==> config.mk <==
export PLATFORM = sky130hd
export DESIGN_NAME = board_top
export DESIGN_NICKNAME = d
export VERILOG_FILES = /design/src/verilog/board_pkg.sv /design/src/verilog/rst_hold_timer.sv /design/src/verilog/game_rst_fsm.sv /design/src/verilog/ps2_rx.sv /design/src/verilog/key_map.sv /design/src/verilog/board_ctrl.sv /design/src/verilog/board_top.sv
export SDC_FILE = /design/constraint.sdc
export NUM_CORES = 1
export LEC_CHECK = 0
export BUFFER_PORTS_ARGS = -buffer_cell sky130_fd_sc_hd__buf_2
export CAP_MARGIN = 15
export CORE_MARGIN = 10
export CORE_UTILIZATION = 55
export DETAILED_ROUTE_END_ITERATION = 16
export GPL_TIMING_DRIVEN = 0
export PLACE_DENSITY_LB_ADDON = 0.1
export REMOVE_ABC_BUFFERS = 1
export SLEW_MARGIN = 25
export SYNTH_ARGS = -nofsm -noshare
export SYNTH_HDL_FRONTEND = slang
export SYNTH_SLANG_ARGS = --single-unit
==> constraint.sdc <==
create_clock -name clk_rgb -period 4.3 [get_ports clk_rgb]
set_clock_uncertainty 0.1 [all_clocks]
set_input_delay 0.43 -clock clk_rgb [delete_from_list [all_inputs] [get_ports clk_rgb]]
set_output_delay 0.43 -clock clk_rgb [all_outputs]
set_load 0.05 [all_outputs]
==> src/verilog/board_pkg.sv <==
`default_nettype none

package board_pkg;

    // port widths
    localparam int joy_w     = 10;
    localparam int key_joy_w = 6;       // up, down, left, right, button 1, button 2
    localparam int gfx_w     = 4;
    localparam int code_w    = 8;

    // joystick bit positions, active low on the pads
    localparam int coin_bit  = 6;
    localparam int start_bit = 7;
    localparam int pause_bit = 8;

    // timing
    localparam int game_rst_cycles = 255;
    localparam int ps2_idle_cycles = 2000;   // gap that ends a broken frame
    localparam int ps2_idle_w      = $clog2(ps2_idle_cycles);
    localparam int ps2_frame_w     = 11;     // start, 8 data, parity, stop
    localparam int ps2_cnt_w       = $clog2(ps2_frame_w);

    // set 2 prefixes
    localparam logic [code_w-1:0] scan_break = 8'hf0;
    localparam logic [code_w-1:0] scan_ext   = 8'he0;

    // player 1
    localparam logic [code_w-1:0] sc_w = 8'h1d;
    localparam logic [code_w-1:0] sc_s = 8'h1b;
    localparam logic [code_w-1:0] sc_a = 8'h1c;
    localparam logic [code_w-1:0] sc_d = 8'h23;
    localparam logic [code_w-1:0] sc_f = 8'h2b;
    localparam logic [code_w-1:0] sc_g = 8'h34;
    // player 2
    localparam logic [code_w-1:0] sc_i = 8'h43;
    localparam logic [code_w-1:0] sc_k = 8'h42;
    localparam logic [code_w-1:0] sc_j = 8'h3b;
    localparam logic [code_w-1:0] sc_l = 8'h4b;
    localparam logic [code_w-1:0] sc_m = 8'h3a;
    localparam logic [code_w-1:0] sc_n = 8'h31;
    // start, coin and the rest
    localparam logic [code_w-1:0] sc_1   = 8'h16;
    localparam logic [code_w-1:0] sc_2   = 8'h1e;
    localparam logic [code_w-1:0] sc_5   = 8'h2e;
    localparam logic [code_w-1:0] sc_6   = 8'h36;
    localparam logic [code_w-1:0] sc_p   = 8'h4d;
    localparam logic [code_w-1:0] sc_esc = 8'h76;
    localparam logic [code_w-1:0] sc_f1  = 8'h05;
    localparam logic [code_w-1:0] sc_f2  = 8'h06;
    localparam logic [code_w-1:0] sc_f3  = 8'h04;
    localparam logic [code_w-1:0] sc_f4  = 8'h0c;

endpackage

`default_nettype wire

==> src/verilog/rst_hold_timer.sv <==
`default_nettype none
`timescale 1ns/1ns

module rst_hold_timer #(
    parameter int hold_cycles = board_pkg::game_rst_cycles
) (
    input  wire  clk_rgb,
    input  wire  rst,
    input  wire  restart,
    output logic done
);
    import board_pkg::*;

    localparam int cnt_w = $clog2(hold_cycles);
    localparam logic [cnt_w-1:0] cnt_last = cnt_w'(hold_cycles - 1);

    logic [cnt_w-1:0] cnt;

    // restart wins over the count, so a new trigger always starts from zero
    always_ff @(posedge clk_rgb) begin
        if (rst || restart) begin
            cnt <= '0;
        end else if (cnt != cnt_last) begin
            cnt <= cnt + 1'b1;
        end
    end

    // stays up until the next restart
    assign done = (cnt == cnt_last);

endmodule

`default_nettype wire

==> src/verilog/game_rst_fsm.sv <==
`default_nettype none
`timescale 1ns/1ns

module game_rst_fsm (
    input  wire  clk_rgb,
    input  wire  rst,
    input  wire  dip_flip,
    input  wire  downloading,
    input  wire  rst_req,
    input  wire  soft_rst,
    input  wire  hold_done,
    output logic hold_restart,
    output logic game_rst
);
    import board_pkg::*;

    typedef enum logic {
        st_hold,
        st_run
    } state_t;

    state_t state;
    logic   flip_last;     // dip_flip one cycle back
    logic   trigger;

    // any of these holds the game, a flip of the screen switch included
    assign trigger = rst | downloading | rst_req | (dip_flip != flip_last) | soft_rst;

    always_ff @(posedge clk_rgb) begin
        if (rst) begin
            state     <= st_hold;
            flip_last <= dip_flip;
        end else begin
            flip_last <= dip_flip;
            case (state)
                st_run: begin
                    if (trigger) begin
                        state <= st_hold;
                    end
                end
                st_hold: begin
                    // a fresh trigger restarts the timer and keeps us here
                    if (!trigger && hold_done) begin
                        state <= st_run;
                    end
                end
                default: state <= st_hold;
            endcase
        end
    end

    assign hold_restart = trigger;   // timer clears on the same edge
    assign game_rst     = (state == st_hold);

endmodule

`default_nettype wire

==> src/verilog/ps2_rx.sv <==
`default_nettype none
`timescale 1ns/1ns

module ps2_rx (
    input  wire                          clk_rgb,
    input  wire                          rst,
    input  wire                          ps2_clk,
    input  wire                          ps2_data,
    output logic [board_pkg::code_w-1:0] scan_code,
    output logic                         scan_valid
);
    import board_pkg::*;

    localparam logic [ps2_cnt_w-1:0]  cnt_last  = ps2_cnt_w'(ps2_frame_w - 1);
    localparam logic [ps2_idle_w-1:0] idle_last = ps2_idle_w'(ps2_idle_cycles - 1);

    logic [1:0]             clk_sync;
    logic [1:0]             data_sync;
    logic                   clk_last;
    logic                   fall;
    logic [ps2_frame_w-1:0] frame;
    logic [ps2_frame_w-1:0] frame_next;
    logic                   frame_ok;
    logic [ps2_cnt_w-1:0]   bit_cnt;
    logic [ps2_idle_w-1:0]  idle_cnt;

    assign fall       = clk_last & ~clk_sync[1];
    assign frame_next = {data_sync[1], frame[ps2_frame_w-1:1]};   // lsb first

    // start low, stop high, odd parity over data and parity bit
    assign frame_ok = !frame_next[0] && frame_next[ps2_frame_w-1]
                      && (^frame_next[ps2_frame_w-2:1]);

    always_ff @(posedge clk_rgb) begin
        if (rst) begin
            clk_sync   <= '1;    // lines idle high
            data_sync  <= '1;
            clk_last   <= 1'b1;
            bit_cnt    <= '0;
            idle_cnt   <= '0;
            scan_valid <= 1'b0;
        end else begin
            clk_sync   <= {clk_sync[0], ps2_clk};
            data_sync  <= {data_sync[0], ps2_data};
            clk_last   <= clk_sync[1];
            scan_valid <= 1'b0;
            if (fall) begin
                idle_cnt <= '0;
                if (bit_cnt == cnt_last) begin
                    bit_cnt    <= '0;
                    scan_valid <= frame_ok;   // bad frames just vanish
                end else begin
                    bit_cnt <= bit_cnt + 1'b1;
                end
            end else if (bit_cnt != '0) begin
                // keyboard went quiet mid frame
                if (idle_cnt == idle_last) begin
                    bit_cnt  <= '0;
                    idle_cnt <= '0;
                end else begin
                    idle_cnt <= idle_cnt + 1'b1;
                end
            end
        end
    end

    always_ff @(posedge clk_rgb) begin
        if (fall) begin
            frame <= frame_next;
        end
        if (fall && bit_cnt == cnt_last) begin
            scan_code <= frame_next[code_w:1];
        end
    end

endmodule

`default_nettype wire

==> src/verilog/key_map.sv <==
`default_nettype none
`timescale 1ns/1ns

module key_map (
    input  wire                             clk_rgb,
    input  wire                             rst,
    input  wire  [board_pkg::code_w-1:0]    scan_code,
    input  wire                             scan_valid,
    output logic [board_pkg::key_joy_w-1:0] key_joy1,
    output logic [board_pkg::key_joy_w-1:0] key_joy2,
    output logic [1:0]                      key_start,
    output logic [1:0]                      key_coin,
    output logic                            key_pause,
    output logic                            key_reset,
    output logic [board_pkg::gfx_w-1:0]     key_gfx
);
    import board_pkg::*;

    logic release_q;   // last prefix was f0
    logic ext_q;       // last prefix was e0
    logic make;

    assign make = ~release_q;

    always_ff @(posedge clk_rgb) begin
        if (rst) begin
            release_q <= 1'b0;
            ext_q     <= 1'b0;
            key_joy1  <= '0;
            key_joy2  <= '0;
            key_start <= '0;
            key_coin  <= '0;
            key_pause <= 1'b0;
            key_reset <= 1'b0;
            key_gfx   <= '0;
        end else if (scan_valid) begin
            if (scan_code == scan_break) begin
                release_q <= 1'b1;
            end else if (scan_code == scan_ext) begin
                ext_q <= 1'b1;
            end else begin
                release_q <= 1'b0;
                ext_q     <= 1'b0;
                // extended keys are not mapped, arrows included
                if (!ext_q) begin
                    case (scan_code)
                        sc_w:    key_joy1[0] <= make;   // up
                        sc_s:    key_joy1[1] <= make;   // down
                        sc_a:    key_joy1[2] <= make;   // left
                        sc_d:    key_joy1[3] <= make;   // right
                        sc_f:    key_joy1[4] <= make;
                        sc_g:    key_joy1[5] <= make;
                        sc_i:    key_joy2[0] <= make;
                        sc_k:    key_joy2[1] <= make;
                        sc_j:    key_joy2[2] <= make;
                        sc_l:    key_joy2[3] <= make;
                        sc_m:    key_joy2[4] <= make;
                        sc_n:    key_joy2[5] <= make;
                        sc_1:    key_start[0] <= make;
                        sc_2:    key_start[1] <= make;
                        sc_5:    key_coin[0] <= make;
                        sc_6:    key_coin[1] <= make;
                        sc_p:    key_pause <= make;
                        sc_esc:  key_reset <= make;
                        sc_f1:   key_gfx[0] <= make;
                        sc_f2:   key_gfx[1] <= make;
                        sc_f3:   key_gfx[2] <= make;
                        sc_f4:   key_gfx[3] <= make;
                        default: ;
                    endcase
                end
            end
        end
    end

endmodule

`default_nettype wire

==> src/verilog/board_ctrl.sv <==
`default_nettype none
`timescale 1ns/1ns

module board_ctrl (
    input  wire                             clk_rgb,
    input  wire                             rst,
    input  wire  [board_pkg::joy_w-1:0]     board_joystick1,
    input  wire  [board_pkg::joy_w-1:0]     board_joystick2,
    input  wire  [board_pkg::key_joy_w-1:0] key_joy1,
    input  wire  [board_pkg::key_joy_w-1:0] key_joy2,
    input  wire  [1:0]                      key_start,
    input  wire  [1:0]                      key_coin,
    input  wire                             key_pause,
    input  wire                             key_reset,
    input  wire  [board_pkg::gfx_w-1:0]     key_gfx,
    output logic [board_pkg::joy_w-1:0]     game_joystick1,
    output logic [board_pkg::joy_w-1:0]     game_joystick2,
    output logic [1:0]                      game_coin,
    output logic [1:0]                      game_start,
    output logic                            game_pause,
    output logic [board_pkg::gfx_w-1:0]     gfx_en,
    output logic                            soft_rst
);
    import board_pkg::*;

    logic [joy_w-1:0]     joy1_sync, joy2_sync;
    logic [key_joy_w-1:0] joy1_key_q, joy2_key_q;
    logic [1:0]           start_key_q, coin_key_q;
    logic                 pause_key_q, pause_key_last;
    logic                 reset_key_q, reset_key_last;
    logic [gfx_w-1:0]     gfx_key_q, gfx_key_last;
    logic                 joy_pause;
    logic                 joy_pause_last;

    // both pads active low, so the and falls when either presses pause
    assign joy_pause = joy1_sync[pause_bit] & joy2_sync[pause_bit];

    // pad path stays active low, a held key pulls its bit down
    always_ff @(posedge clk_rgb) begin
        joy1_sync      <= board_joystick1;
        joy2_sync      <= board_joystick2;
        game_joystick1 <= joy1_sync & ~{{(joy_w - key_joy_w){1'b0}}, joy1_key_q};
        game_joystick2 <= joy2_sync & ~{{(joy_w - key_joy_w){1'b0}}, joy2_key_q};
        game_coin      <= {joy2_sync[coin_bit], joy1_sync[coin_bit]} & ~coin_key_q;
        game_start     <= {joy2_sync[start_bit], joy1_sync[start_bit]} & ~start_key_q;
    end

    always_ff @(posedge clk_rgb) begin
        if (rst) begin
            joy1_key_q     <= '0;
            joy2_key_q     <= '0;
            start_key_q    <= '0;
            coin_key_q     <= '0;
            pause_key_q    <= 1'b0;
            pause_key_last <= 1'b0;
            reset_key_q    <= 1'b0;
            reset_key_last <= 1'b0;
            gfx_key_q      <= '0;
            gfx_key_last   <= '0;
            joy_pause_last <= 1'b1;
            game_pause     <= 1'b0;
            gfx_en         <= '1;     // all layers on
            soft_rst       <= 1'b0;
        end else begin
            joy1_key_q     <= key_joy1;
            joy2_key_q     <= key_joy2;
            start_key_q    <= key_start;
            coin_key_q     <= key_coin;
            pause_key_q    <= key_pause;
            pause_key_last <= pause_key_q;
            reset_key_q    <= key_reset;
            reset_key_last <= reset_key_q;
            gfx_key_q      <= key_gfx;
            gfx_key_last   <= gfx_key_q;
            joy_pause_last <= joy_pause;
            soft_rst       <= reset_key_q & ~reset_key_last;   // one pulse per press
            if ((pause_key_q && !pause_key_last) || (!joy_pause && joy_pause_last)) begin
                game_pause <= ~game_pause;
            end
            gfx_en <= gfx_en ^ (gfx_key_q & ~gfx_key_last);
        end
    end

endmodule

`default_nettype wire

==> src/verilog/board_top.sv <==
`default_nettype none
`timescale 1ns/1ns

module board_top (
    input  wire                         clk_rgb,
    input  wire                         rst,
    input  wire                         dip_flip,
    input  wire                         downloading,
    input  wire                         rst_req,
    input  wire                         ps2_kbd_clk,
    input  wire                         ps2_kbd_data,
    input  wire  [board_pkg::joy_w-1:0] board_joystick1,
    input  wire  [board_pkg::joy_w-1:0] board_joystick2,
    output logic                        game_rst,
    output logic [board_pkg::joy_w-1:0] game_joystick1,
    output logic [board_pkg::joy_w-1:0] game_joystick2,
    output logic [1:0]                  game_coin,
    output logic [1:0]                  game_start,
    output logic                        game_pause,
    output logic [board_pkg::gfx_w-1:0] gfx_en
);

    wire [board_pkg::code_w-1:0]    scan_code;
    wire                            scan_valid;
    wire [board_pkg::key_joy_w-1:0] key_joy1, key_joy2;
    wire [1:0]                      key_start, key_coin;
    wire                            key_pause, key_reset;
    wire [board_pkg::gfx_w-1:0]     key_gfx;
    wire                            soft_rst;
    wire                            hold_restart, hold_done;

    ps2_rx u_ps2_rx (
        .clk_rgb    (clk_rgb),
        .rst        (rst),
        .ps2_clk    (ps2_kbd_clk),
        .ps2_data   (ps2_kbd_data),
        .scan_code  (scan_code),
        .scan_valid (scan_valid)
    );

    key_map u_key_map (
        .clk_rgb    (clk_rgb),
        .rst        (rst),
        .scan_code  (scan_code),
        .scan_valid (scan_valid),
        .key_joy1   (key_joy1),
        .key_joy2   (key_joy2),
        .key_start  (key_start),
        .key_coin   (key_coin),
        .key_pause  (key_pause),
        .key_reset  (key_reset),
        .key_gfx    (key_gfx)
    );

    board_ctrl u_board_ctrl (
        .clk_rgb         (clk_rgb),
        .rst             (rst),
        .board_joystick1 (board_joystick1),
        .board_joystick2 (board_joystick2),
        .key_joy1        (key_joy1),
        .key_joy2        (key_joy2),
        .key_start       (key_start),
        .key_coin        (key_coin),
        .key_pause       (key_pause),
        .key_reset       (key_reset),
        .key_gfx         (key_gfx),
        .game_joystick1  (game_joystick1),
        .game_joystick2  (game_joystick2),
        .game_coin       (game_coin),
        .game_start      (game_start),
        .game_pause      (game_pause),
        .gfx_en          (gfx_en),
        .soft_rst        (soft_rst)
    );

    game_rst_fsm u_game_rst_fsm (
        .clk_rgb      (clk_rgb),
        .rst          (rst),
        .dip_flip     (dip_flip),
        .downloading  (downloading),
        .rst_req      (rst_req),
        .soft_rst     (soft_rst),
        .hold_done    (hold_done),
        .hold_restart (hold_restart),
        .game_rst     (game_rst)
    );

    rst_hold_timer u_rst_hold_timer (
        .clk_rgb (clk_rgb),
        .rst     (rst),
        .restart (hold_restart),
        .done    (hold_done)
    );

endmodule

`default_nettype wire

==> impl_metrics.csv <==
group,metric,value,unit
placement,portBuffers,56,
sta,slew_violations,0,
yosys,synth_cells,428,
sta,period_share,0.449,
power_and_ir_drop,p_seq_frac,0.497,
clocking,clk_latency,0.52,ns
sta,timing.fmax,0.518,GHz
yosys,syn-cell-area,0.00505,mm²
detailed_routing,drt_iter0_drc,153,
sta,hold_violations,0,
critical_path,cp_max_fo,15,
yosys,async_reset_ff_frac,0,
critical_path,slowest_stage,"a211o_2",
detailed_routing,vias,3157,
detailed_routing,drc,0,
placement,dp_worst_setup_slack,2.21,ns
detailed_routing,drt_first_pass_iters,4,
critical_path,cp_data_required_time,4.63,ns
floorplan,rows,34,
clocking,cts_tree,"yes",
cells_and_area,layout_commonest_cell,"dfxtp_1",
critical_path,timing.rr.end,"u_ps2_rx.bit_cnt[2]",
floorplan,die_h,116,µm
global_route,grt_pass1_wl,14700,µm
floorplan,dieWidth,116,µm
cells_and_area,area.sequential,0.00322,mm²
sta,fin_setup_tns,0,ns
cells_and_area,area_delta_synth_final,22.7,%
critical_path,r2r-start,"u_ps2_rx.bit_cnt[0]",
power_and_ir_drop,irDropWorstVdd,278,µV
power_and_ir_drop,p_int,0.00232,W
critical_path,crit_path_end_kind,"register",
sta,tightest_slew,0.651,ns
critical_path,cp_cell_sequence,"inv_1 > ha_1 > nor3b_4 > nor2_2 > a211o_2 > o21ai_0",
floorplan,design.core.area,0.00881,mm²
detailed_routing,vias_per_cell,4.98,
power_and_ir_drop,power_frac_comb,0.044,
critical_path,cpPeakStageDelay,0.44,ns
clocking,numCtsBuffers,17,
cells_and_area,antenna_cells,0,
clocking,cts.sinks,152,
floorplan,start_util,0.573,
flow_run,max-cap-violations,0,
clocking,hold_buffers,23,
placement,place_congestion,0.836,
cells_and_area,layout.nets,546,
yosys,yosysSeqAreaShare,0.639,
floorplan,die_area,0.0134,mm²
sta,fin_crit,1.93,ns
sta,setup_viol,0,
cells_and_area,final_layout_size_suffix_gt1_frac,0.203,
cells_and_area,n_fill_cell,654,
detailed_routing,ant_nets,0,
yosys,synth-main-ff-cell,"dfxtp_1",
clocking,htreeDepth,4,
yosys,synth_mux_area_frac,0.0377,
sta,max-slew-margin-rel,0.566,
detailed_routing,wl,8760,µm
yosys,synthAdderAreaFrac,0.0149,
clocking,clk_pin_slew_worst_paths,0.06,ns
yosys,syn_area_per_cell,11.8,µm²
yosys,yosysWarnings,0,
global_route,antenna_found_initial,0,
power_and_ir_drop,p_per_area,479,mW/mm²
critical_path,arrival,2.26,ns
critical_path,path_class,"register to register",
yosys,synth_top_family_by_area,"simple AND/OR/NAND/NOR gates",
power_and_ir_drop,p_leak,2.55,nW
clocking,cts_buffer_depth,2,
global_route,grt_max_degree,67,
placement,hpwl,5450,µm
yosys,synth.distinct_cells,47,
hold_path,min_path_type,"register to register",
cells_and_area,multi_input_area,0.00173,mm²
yosys,synth_seq_cells,152,
floorplan,ios,57,
power_and_ir_drop,p_sw,0.000646,W
status,outcome,"finished clean",
cells_and_area,most-common-layout-cells,"dfxtp_1 (134), nor2b_1 (55), buf_2 (55), nor2_1 (35), dlygate4sd3_1 (23)",
clocking,cts_setup_buffers,0,
yosys,synth_xor_area_frac,0.0496,
critical_path,worstRegToRegCells,6,
clocking,post_cts_resize_count,0,
global_route,grtUsageTotal,0.140,
hold_path,hold_end,"u_board_ctrl.game_joystick1[9]",
global_route,grt-ovfl-total,0,
sta,rsz0062_at_grt,"no",
critical_path,rrSetupSlack,2.37,ns
hold_path,min_delay_path_depth,0,
critical_path,start_kind,"register",
global_route,grt_pass1_vias,3116,
detailed_routing,wl_per_cell,13.8,µm
power_and_ir_drop,clkPwrFrac,0.458,
clocking,root_buffer,"clkbuf_8",
hold_path,min_from,"u_board_ctrl.joy1_sync[9]",
yosys,yosys.area_share.simple,0.198,
sta,layout_setup_ws,2.37,ns
yosys,synth_compound_gate_area_share,0.0424,
yosys,synth-edff-count,18,
power_and_ir_drop,swShare,0.218,
power groups by stage:
| stage | combinational, W | sequential, W | clock, W |
|---|---|---|---|
| final | 0.000132 | 0.00148 | 0.00136 |
| after global routing | 0.000142 | 0.00148 | 0.00145 |
| after CTS | 0.000133 | 0.00148 | 0.00138 |
| after detailed placement | 0.000117 | 0.00151 | 0 |
| after global placement | 0.000114 | 0.00151 | 0 |
| after floorplan | 0.0000290 | 0.00155 | 0 |
cells by family (layout without fill, tap and decap cells):
family                   after synthesis  after routing
AND/OR/NAND/NOR                      168            168
flip-flops                           152            152
AO/OA/AOI/OAI                         34             34
XOR/XNOR                              27             27
buffers and inverters                 22            120
multiplexers                          19             19
adder cells (fa/ha/maj)                6              6
stage by stage:
stage / utilization / hold slack [ns] / std cells / total power (W) / cell area (µm²)
detailed placement: 0.614 / 0.212 / 579 / 0.00162 / 5400
floorplan: - / 0.210 / 415 / 0.00158 / 4990
global placement: 0.613 / 0.210 / 579 / 0.00162 / 5400
finish: 0.703 / 0.225 / 634 / 0.00297 / 6190
global route: 0.703 / 0.231 / 634 / 0.00307 / 6190
CTS: 0.703 / 0.226 / 634 / 0.00299 / 6190
how the worst max path moves through the flow:
| stage | start | end | slack (ns) | cells past startpoint |
|---|---|---|---|---|
| 3_5_place_dp | u_ps2_rx.scan_code[4] | u_key_map.key_pause | 2.21 | 4 |
| 6_report | u_ps2_rx.bit_cnt[0] | u_ps2_rx.bit_cnt[2] | 2.37 | 6 |
| 2_1_floorplan | u_ps2_rx.scan_code[4] | u_key_map.key_coin[0] | 2.60 | 4 |
| 3_3_place_gp | u_ps2_rx.scan_code[4] | u_key_map.key_joy2[0] | 2.20 | 4 |
| 4_1_cts | u_ps2_rx.scan_code[4] | u_key_map.key_pause | 2.20 | 4 |
| 5_1_grt | u_ps2_rx.bit_cnt[0] | u_ps2_rx.bit_cnt[2] | 2.22 | 6 |
Yosys cell counts (2+ instances only):
| master | instances | area (µm²) |
|---|---|---|
| ha_1 | 6 | 75.1 |
| nand2_1 | 6 | 22.5 |
| nor4_1 | 2 | 12.5 |
| nand3_1 | 16 | 80.1 |
| or2_2 | 5 | 31.3 |
| and3_1 | 5 | 31.3 |
| dfxtp_1 | 134 | 2680 |
| xnor2_1 | 19 | 166 |
| nor3b_1 | 4 | 30.0 |
| and4bb_2 | 2 | 25.0 |
| edfxtp_1 | 18 | 541 |
| inv_1 | 8 | 30.0 |
| clkbuf_1 | 8 | 30.0 |
| xor2_1 | 7 | 61.3 |
| nor4b_1 | 3 | 26.3 |
| a311oi_1 | 7 | 61.3 |
| mux2i_1 | 19 | 190 |
| o21ai_0 | 5 | 25.0 |
| nand2b_1 | 5 | 31.3 |
| or3_1 | 2 | 12.5 |
| nor2_1 | 35 | 131 |
| and2_1 | 4 | 25.0 |
| a21oi_1 | 16 | 80.1 |
| nand4_1 | 11 | 68.8 |
| buf_2 | 3 | 15.0 |
| nor2b_1 | 55 | 344 |
| and2b_2 | 3 | 26.3 |
worst max-delay path, delay by kind of cell (launching register included):
family,cells,cell delay [ns]
AOI/OAI and AO/OA,2,0.64
adders and majority gates,1,0.16
buffers and inverters,1,0.11
DFF,1,0.32
and+or+nand+nor,2,0.51
layout make-up:
cell class	count	area share
clock buffer	20	0.0735
clock inverter	12	0.0160
inverter	9	0.00545
multi-input combinational	254	0.280
sequential	152	0.520
tap	108	0.0218
timing repair buffer	79	0.0828
routing by layer:
metal / wire (µm) / track usage / part of all wire
met1: 3890 / 0.157 / 0.44
met3: 414 / 0.0553 / 0.047
met5: 0 / 0 / 0
met2: 4330 / 0.231 / 0.49
met4: 119 / 0.0626 / 0.014
flip-flops by register name, indices dropped and copies added (netlist names), 4 cells and up:
signal / flops
u_board_ctrl.gfx_key_q: 4
u_ps2_rx.frame: 10
u_board_ctrl.joy2_key_q: 6
u_ps2_rx.idle_cnt: 11
u_key_map.key_gfx: 4
u_board_ctrl.game_joystick2: 10
u_ps2_rx.scan_code: 8
u_board_ctrl.game_joystick1: 10
u_board_ctrl.gfx_en: 4
u_board_ctrl.joy1_key_q: 6
u_board_ctrl.joy1_sync: 10
u_key_map.key_joy1: 6
u_key_map.key_joy2: 6
u_rst_hold_timer.cnt: 8
u_board_ctrl.joy2_sync: 10
u_ps2_rx.bit_cnt: 4
u_board_ctrl.gfx_key_last: 4
(Power assumes the default switching activity.)
